File: config.mk
export PLATFORM = sky130hd
export DESIGN_NAME = sample_generator
export DESIGN_NICKNAME = d
export VERILOG_FILES = /design/src/hdl/sample_pkg.sv /design/src/hdl/host_cmd_pkg.sv /design/src/hdl/dac_output_pipe.sv /design/src/hdl/gen_control.sv /design/src/hdl/lfsr_bank.sv /design/src/hdl/pwl_engine.sv /design/src/hdl/sample_generator.sv /design/src/hdl/triangle_wave.sv
export SDC_FILE = /design/constraint.sdc
export NUM_CORES = 2
export LEC_CHECK = 0
export BUFFER_PORTS_ARGS = -buffer_cell sky130_fd_sc_hd__buf_2
export CAP_MARGIN = 10
export CORE_ASPECT_RATIO = 1.75
export CORE_MARGIN = 10
export CORE_UTILIZATION = 50
export CTS_CLUSTER_DIAMETER = 50
export CTS_CLUSTER_SIZE = 28
export DETAILED_ROUTE_END_ITERATION = 8
export PLACE_DENSITY = 0.66
export REMOVE_ABC_BUFFERS = 1
export SLEW_MARGIN = 30
export SYNTH_ARGS = -nofsm -noshare
export SYNTH_HDL_FRONTEND = slang
export SYNTH_HIERARCHICAL = 1
export SYNTH_SLANG_ARGS = --single-unit
export TNS_END_PERCENT = 1
File: constraint.sdc
create_clock -name clk -period 18.45 [get_ports clk]
set_input_delay 0 -clock clk [delete_from_list [all_inputs] [get_ports clk]]
set_output_delay 0 -clock clk [all_outputs]
set_load 0.01 [all_outputs]
File: src/hdl/sample_pkg.sv
package sample_pkg;

	// One DAC sample, unsigned offset binary
	typedef logic [15:0] sample_t;

	// Samples handed to the DAC per clock
	localparam int BATCH_SIZE = 4;

	// Lane 0 sits in the least significant word
	typedef sample_t [BATCH_SIZE-1:0] batch_t;

	// One linear piece of a PWL waveform
	// The length counts batches, so a segment covers 4*length samples
	typedef struct packed {
		sample_t            start;
		logic signed [15:0] slope;
		logic [15:0]        length;
		logic               last;
		logic [14:0]        pad;
	} pwl_seg_t;

	// Which generator feeds the DAC
	typedef enum logic [1:0] {
		src_none,
		src_rand,
		src_tri,
		src_pwl
	} src_sel_t;

endpackage

File: src/hdl/host_cmd_pkg.sv
package host_cmd_pkg;

	// Host opcodes
	// The run opcodes select a source and keep it until halt or reset
	typedef enum logic [2:0] {
		op_nop,
		op_reset,
		op_halt,
		op_run_rand,
		op_run_tri,
		op_run_pwl,
		op_load_seeds,
		op_load_pwl
	} opcode_t;

	// The 64-bit payload is read as LFSR seeds or as a PWL segment,
	// depending on the opcode
	typedef union packed {
		sample_pkg::batch_t   seeds;
		sample_pkg::pwl_seg_t seg;
	} cmd_payload_u;

	// Full command word as seen on the host port
	typedef struct packed {
		opcode_t      opcode;
		cmd_payload_u payload;
	} host_cmd_t;

	// Status returned to the host
	typedef struct packed {
		logic                 pwl_ready;
		sample_pkg::src_sel_t mode;
	} resp_t;

endpackage

File: src/hdl/dac_output_pipe.sv
`timescale 1ns/100ps

module dac_output_pipe #(
	parameter int DAC_STAGES = 5
) (
	input  logic                 clk,
	input  logic                 rst,
	input  sample_pkg::src_sel_t sel,
	input  sample_pkg::batch_t   rand_in,
	input  sample_pkg::batch_t   tri_in,
	input  sample_pkg::batch_t   pwl_in,
	input  logic                 rand_valid,
	input  logic                 tri_valid,
	input  logic                 pwl_valid,
	output sample_pkg::batch_t   dac_batch,
	output logic                 dac_valid
);
	import sample_pkg::*;

	batch_t                mux_batch;
	logic                  mux_valid;
	batch_t                batch_pipe [DAC_STAGES];
	logic [DAC_STAGES-1:0] valid_pipe;

	always_comb begin
		case (sel)
			src_rand: begin
				mux_batch = rand_in;
				mux_valid = rand_valid;
			end
			src_tri: begin
				mux_batch = tri_in;
				mux_valid = tri_valid;
			end
			src_pwl: begin
				mux_batch = pwl_in;
				mux_valid = pwl_valid;
			end
			default: begin
				mux_batch = '0;
				mux_valid = 1'b0;
			end
		endcase
	end

	// Fixed latency, the pipe never stalls and gaps travel as bubbles
	always_ff @(posedge clk) begin
		batch_pipe[0] <= mux_batch;
		for (int i = 1; i < DAC_STAGES; i++) begin
			batch_pipe[i] <= batch_pipe[i-1];
		end
	end

	always_ff @(posedge clk) begin
		if (rst) begin
			valid_pipe <= '0;
		end else begin
			valid_pipe[0] <= mux_valid;
			for (int i = 1; i < DAC_STAGES; i++) begin
				valid_pipe[i] <= valid_pipe[i-1];
			end
		end
	end

	assign dac_batch = batch_pipe[DAC_STAGES-1];
	assign dac_valid = valid_pipe[DAC_STAGES-1];

endmodule

File: src/hdl/gen_control.sv
`timescale 1ns/100ps

module gen_control (
	input  logic                  clk,
	input  logic                  rst,
	input  host_cmd_pkg::host_cmd_t cmd,
	input  logic                  cmd_valid,
	input  logic                  dac_rdy,
	input  logic                  table_ready,
	output sample_pkg::src_sel_t  sel,
	output logic                  restart,
	output logic                  clear,
	output logic                  seed_load,
	output logic                  seg_wr,
	output logic                  adv_rand,
	output logic                  adv_tri,
	output logic                  adv_pwl,
	output sample_pkg::batch_t    seeds,
	output sample_pkg::pwl_seg_t  seg,
	output host_cmd_pkg::resp_t   resp,
	output logic                  resp_valid
);
	import sample_pkg::*;
	import host_cmd_pkg::*;

	logic is_reset;
	logic is_halt;
	logic ready_q;

	assign is_reset = cmd_valid && (cmd.opcode == op_reset);
	assign is_halt  = cmd_valid && (cmd.opcode == op_halt);

	// Strobes act in the command cycle itself
	assign restart   = rst || is_reset || is_halt;
	assign clear     = rst || is_reset;
	assign seed_load = cmd_valid && (cmd.opcode == op_load_seeds);
	assign seg_wr    = cmd_valid && (cmd.opcode == op_load_pwl);

	assign seeds = cmd.payload.seeds;
	assign seg   = cmd.payload.seg;

	// Loads and nop leave the running source alone
	always_ff @(posedge clk) begin
		if (rst) begin
			sel <= src_none;
		end else if (cmd_valid) begin
			case (cmd.opcode)
				op_reset, op_halt: sel <= src_none;
				op_run_rand:       sel <= src_rand;
				op_run_tri:        sel <= src_tri;
				op_run_pwl:        sel <= src_pwl;
				default:           sel <= sel;
			endcase
		end
	end

	assign adv_rand = (sel == src_rand) && dac_rdy;
	assign adv_tri  = (sel == src_tri) && dac_rdy;
	assign adv_pwl  = (sel == src_pwl) && dac_rdy;

	// One response per completed table, on the rise of table_ready
	always_ff @(posedge clk) begin
		if (rst) begin
			ready_q    <= 1'b0;
			resp_valid <= 1'b0;
		end else begin
			ready_q    <= table_ready;
			resp_valid <= table_ready && !ready_q;
		end
	end

	assign resp.pwl_ready = table_ready;
	assign resp.mode      = sel;

endmodule

File: src/hdl/lfsr_bank.sv
`timescale 1ns/100ps

module lfsr_bank (
	input  logic               clk,
	input  logic               restart,
	input  logic               seed_load,
	input  logic               adv,
	input  sample_pkg::batch_t seeds,
	output sample_pkg::batch_t samples
);
	import sample_pkg::*;

	localparam sample_t TAPS = 16'hB400;

	batch_t state;

	// Right-shifting Galois step, taps folded in when bit 0 falls out
	function automatic sample_t lfsr_step(sample_t s);
		return (s >> 1) ^ (s[0] ? TAPS : sample_t'(0));
	endfunction

	always_ff @(posedge clk) begin
		for (int i = 0; i < BATCH_SIZE; i++) begin
			if (restart) begin
				state[i] <= sample_t'(i + 1);
			end else if (seed_load) begin
				// An all-zero state would never leave zero
				state[i] <= (seeds[i] == '0) ? sample_t'(1) : seeds[i];
			end else if (adv) begin
				state[i] <= lfsr_step(state[i]);
			end
		end
	end

	assign samples = state;

endmodule

File: src/hdl/pwl_engine.sv
`timescale 1ns/100ps

module pwl_engine #(
	parameter int PWL_DEPTH = 16
) (
	input  logic                 clk,
	input  logic                 clear,
	input  logic                 restart,
	input  logic                 seg_wr,
	input  logic                 adv,
	input  sample_pkg::pwl_seg_t seg,
	output sample_pkg::batch_t   samples,
	output logic                 pwl_valid,
	output logic                 table_ready
);
	import sample_pkg::*;

	localparam int IDX_W = (PWL_DEPTH > 1) ? $clog2(PWL_DEPTH) : 1;
	localparam logic [IDX_W-1:0] LAST_IDX = IDX_W'(PWL_DEPTH - 1);

	pwl_seg_t         seg_mem [PWL_DEPTH];
	logic [IDX_W-1:0] wr_ptr;
	logic [IDX_W-1:0] rd_idx;
	logic [15:0]      batch_cnt;
	pwl_seg_t         cur;
	logic             seg_done;
	logic             wrap;

	always_ff @(posedge clk) begin
		if (seg_wr) begin
			seg_mem[wr_ptr] <= seg;
		end
	end

	// A last-flagged segment closes the table and rewinds the write pointer
	always_ff @(posedge clk) begin
		if (clear) begin
			wr_ptr      <= '0;
			table_ready <= 1'b0;
		end else if (seg_wr) begin
			if (seg.last) begin
				wr_ptr      <= '0;
				table_ready <= 1'b1;
			end else begin
				wr_ptr <= (wr_ptr == LAST_IDX) ? '0 : wr_ptr + 1'b1;
			end
		end
	end

	assign cur       = seg_mem[rd_idx];
	assign pwl_valid = adv && table_ready;

	// A length of zero plays like a length of one
	assign seg_done = (cur.length <= 16'd1) || (batch_cnt == cur.length - 16'd1);
	assign wrap     = cur.last || (rd_idx == LAST_IDX);

	always_ff @(posedge clk) begin
		if (restart) begin
			rd_idx    <= '0;
			batch_cnt <= '0;
		end else if (pwl_valid) begin
			if (seg_done) begin
				batch_cnt <= '0;
				rd_idx    <= wrap ? '0 : rd_idx + 1'b1;
			end else begin
				batch_cnt <= batch_cnt + 16'd1;
			end
		end
	end

	// Sample n of the segment is start + slope*n, kept to 16 bits
	always_comb begin
		logic [15:0] offset;
		for (int k = 0; k < BATCH_SIZE; k++) begin
			offset = {batch_cnt[13:0], 2'b00} + 16'(k);
			samples[k] = cur.start + $unsigned(cur.slope) * offset;
		end
	end

endmodule

File: src/hdl/sample_generator.sv
`timescale 1ns/100ps

module sample_generator #(
	parameter int DAC_STAGES = 5,
	parameter int PWL_DEPTH  = 16
) (
	input  logic                    clk,
	input  logic                    rst,
	input  host_cmd_pkg::host_cmd_t cmd,
	input  logic                    cmd_valid,
	input  logic                    dac_rdy,
	output host_cmd_pkg::resp_t     resp,
	output logic                    resp_valid,
	output sample_pkg::batch_t      dac_batch,
	output logic                    dac_valid
);
	import sample_pkg::*;

	src_sel_t sel;
	logic     restart;
	logic     clear;
	logic     seed_load;
	logic     seg_wr;
	logic     adv_rand;
	logic     adv_tri;
	logic     adv_pwl;
	batch_t   seeds;
	pwl_seg_t seg;
	logic     table_ready;
	logic     pwl_valid;
	batch_t   rand_batch;
	batch_t   tri_batch;
	batch_t   pwl_batch;

	gen_control ctrl_i (
		.clk         (clk),
		.rst         (rst),
		.cmd         (cmd),
		.cmd_valid   (cmd_valid),
		.dac_rdy     (dac_rdy),
		.table_ready (table_ready),
		.sel         (sel),
		.restart     (restart),
		.clear       (clear),
		.seed_load   (seed_load),
		.seg_wr      (seg_wr),
		.adv_rand    (adv_rand),
		.adv_tri     (adv_tri),
		.adv_pwl     (adv_pwl),
		.seeds       (seeds),
		.seg         (seg),
		.resp        (resp),
		.resp_valid  (resp_valid)
	);

	lfsr_bank lfsr_i (
		.clk       (clk),
		.restart   (restart),
		.seed_load (seed_load),
		.adv       (adv_rand),
		.seeds     (seeds),
		.samples   (rand_batch)
	);

	triangle_wave tri_i (
		.clk     (clk),
		.restart (restart),
		.adv     (adv_tri),
		.samples (tri_batch)
	);

	pwl_engine #(
		.PWL_DEPTH (PWL_DEPTH)
	) pwl_i (
		.clk         (clk),
		.clear       (clear),
		.restart     (restart),
		.seg_wr      (seg_wr),
		.adv         (adv_pwl),
		.seg         (seg),
		.samples     (pwl_batch),
		.pwl_valid   (pwl_valid),
		.table_ready (table_ready)
	);

	// LFSR and triangle data is good whenever they advance
	dac_output_pipe #(
		.DAC_STAGES (DAC_STAGES)
	) pipe_i (
		.clk        (clk),
		.rst        (rst),
		.sel        (sel),
		.rand_in    (rand_batch),
		.tri_in     (tri_batch),
		.pwl_in     (pwl_batch),
		.rand_valid (adv_rand),
		.tri_valid  (adv_tri),
		.pwl_valid  (pwl_valid),
		.dac_batch  (dac_batch),
		.dac_valid  (dac_valid)
	);

endmodule

File: src/hdl/triangle_wave.sv
`timescale 1ns/100ps

module triangle_wave (
	input  logic               clk,
	input  logic               restart,
	input  logic               adv,
	output sample_pkg::batch_t samples
);
	import sample_pkg::*;

	logic [16:0] phase;

	// The phase covers one full up and down sweep
	always_ff @(posedge clk) begin
		if (restart) begin
			phase <= '0;
		end else if (adv) begin
			phase <= phase + 17'(BATCH_SIZE);
		end
	end

	// Upper half of the sweep is mirrored to form the falling edge
	always_comb begin
		logic [16:0] p;
		for (int k = 0; k < BATCH_SIZE; k++) begin
			p = phase + 17'(k);
			samples[k] = p[16] ? ~p[15:0] : p[15:0];
		end
	end

endmodule

==> results.tsv <==
metric	value	unit
status	finished clean	
Pleak	22.27	nW
Slew Limit Fails	0	
critical path endpoint category	flip-flop	
largest net degree at the start of global routing	81	
Post-Route WL	135700	µm
endpoints failing hold	0	
routed length per instance	25.74	µm
initial antenna violation count	6	
chip width	273.1	µm
die area	126400	µm²
Ports	140	
Mapped Area	56040	µm²
Core ar.	111300	µm²
worst slew pin tran	1.029	ns
Comb power frac	4.1	%
Reg2Reg Depth	31	
Final GP Congestion	0.8568	
Worst-path clk slew	0.10	ns
CP endpoint	pipe_i/batch_pipe[0][15]	
part of the power in registers	59.3	%
Period Utilization, post-route	50.59	%
Tot Pwr	4.945	mW
Total Nets Final	4207	
internal power	3.812	mW
number of global-route vias before repair	31400	
Max Fclk	107.1	MHz
final HPWL from detailed placement	92380	µm
via/cell ratio	5.639	
Crit-path slowest cell	dfxtp_4	
initial detailed-routing violation count	2041	
clock power share	36.6	%
drt pass-1 iters	5	
crit start category	flip-flop	
headroom to the max-slew limit	30.85	%
CTS Buf Count	71	
via count	29730	
Final setup viols	0	
H-tree depth	3	
Root Driver	clkbuf_16	
R2R setup slack	9.12	ns
post-synthesis cell count	3757	
first-pass GRT wire length	201500	µm
Post-DRT Antenna Nets	0	
Setup Skew	0.03167	ns
Tmin final	9.334	ns
Rows	162	
Syn. warnings	6	
clock latency on the worst-skew pair	0.70	ns
share of cells above drive strength 1	17.22	%
Hold Crit Class	input port to flip-flop	
TritonCTS clock tree	built	
maximum vdd drop	0.00005870	V
clock tree sinks	1221	
Total GRT Usage	21.56	%
syn avg cell area	14.92	µm²
Initial Util	50.36	%
Place WS	9.158	ns
Data required, critical path	19.04	ns
DRC Markers	0	
setup ws final	9.116	ns
RSZ-0062 raised after global routing	no	
placed cells	5051	
switching part of the total	22.92	%
fin cells	5273	
Net Switching	1.133	mW
Worst Path Max Fanout	80	
RR Endpoint	pipe_i/batch_pipe[0][15]	
Setup CP Type	flip-flop to flip-flop	
# Max-Cap Violations	0	
Overflow after GRT	0	
Worst path max stage delay	0.82	ns
Worst EP arrival	9.92	ns
maximum clock insertion buffer count	3	
Power Dens Cells	82.26	nW/µm²
TNS Setup	0	ns
area grow syn2layout	7.268	%
port bufs	139	
Die Y	462.9	µm
[critical path, delay by kind of cell (launching register included)]
family / cells / cell delay [ns]
fa+ha+maj: 8 / 3.00
flops: 1 / 0.82
mux: 2 / 0.84
buf+inv: 6 / 1.54
compound gates: 9 / 2.13
xor+xnor: 2 / 0.24
simple gates: 4 / 0.38
[registers in the layout, indices dropped and copies added (netlist names), named ones only]
name / flops
ctrl_i/ready_q: 1
ctrl_i/resp_valid: 1
ctrl_i/sel: 2
lfsr_i/samples: 64
pipe_i/batch_pipe: 320
pipe_i/valid_pipe: 5
pwl_i/batch_cnt: 16
pwl_i/rd_idx: 4
pwl_i/seg_mem: 784
pwl_i/table_ready: 1
pwl_i/wr_ptr: 4
tri_i/phase: 15
[metal layers]
metal | track usage [%] | part of all wire [%] | wire length [µm]
met1 | 23.49 | 36 | 48400
met2 | 39.36 | 53 | 72610
met4 | 12.96 | 6.2 | 8397
met5 | 0 | 0.0059 | 8
met3 | 2.652 | 4.7 | 6341
[worst min-delay path by stage]
stage                 from                    to  slack, ns  cells past startpoint
floorplan              rst         ctrl_i/sel[1]       0.07                      1
global placement    cmd[9]     lfsr_i/samples[9]       0.26                      3
detailed placement  cmd[8]     lfsr_i/samples[8]       0.27                      3
CTS                    rst  pipe_i/valid_pipe[0]       0.13                      3
global route           rst  pipe_i/valid_pipe[2]       0.21                      3
finish                 rst  pipe_i/valid_pipe[3]       0.18                      3
[area by class of cell]
class                   instances  area, µm²
multi-input cells            1798      20000
clock buffers                  83       1874
clock inverters                43      661.9
repair buffers                277       2014
fillers                      8928      51170
inverters                     370       1389
well taps                    1476       1847
diodes                          5      12.51
flip-flops and latches       1221      32310
[cell usage in the layout, fill, tap and decap left out, types with 49 or more instances in the layout]
cell and count:
a21oi_1 49, mux4_2 191, fa_1 214, clkbuf_16 73, nand2_1 121, a22o_1 87
dfxtp_1 430, mux2_2 59, mux2i_1 123, buf_2 140, inv_1 368, dlygate4sd3_1 90
ha_1 183, edfxtp_1 784, xnor2_1 89, xor2_1 61, nor2_1 130
[power by group through the flow]
stage	logic (mW)	clock network (mW)	registers, mW
floorplan	0.103	0	2.99
global placement	0.186	0	2.99
detailed placement	0.190	0	2.99
CTS	0.206	1.86	2.93
global route	0.222	1.95	2.93
finish	0.204	1.81	2.93
[stage by stage]
stage	instance area [µm²]	util (%)	hold WS [ns]
global placement	56570	50.83	0.2634
detailed placement	56660	50.91	0.2750
CTS	60090	54.00	0.1276
global route	60110	54.02	0.2097
finish	60110	54.02	0.1848
floorplan	53580	-	0.06907
[what timing repair did]
action | in CTS | in global routing
resized for setup | 0 | 0
endpoints found under the hold margin | 867 | 0
hold buffers | 90 | 0
buffers inserted | 0 | 0
(Power assumes the default switching activity.)
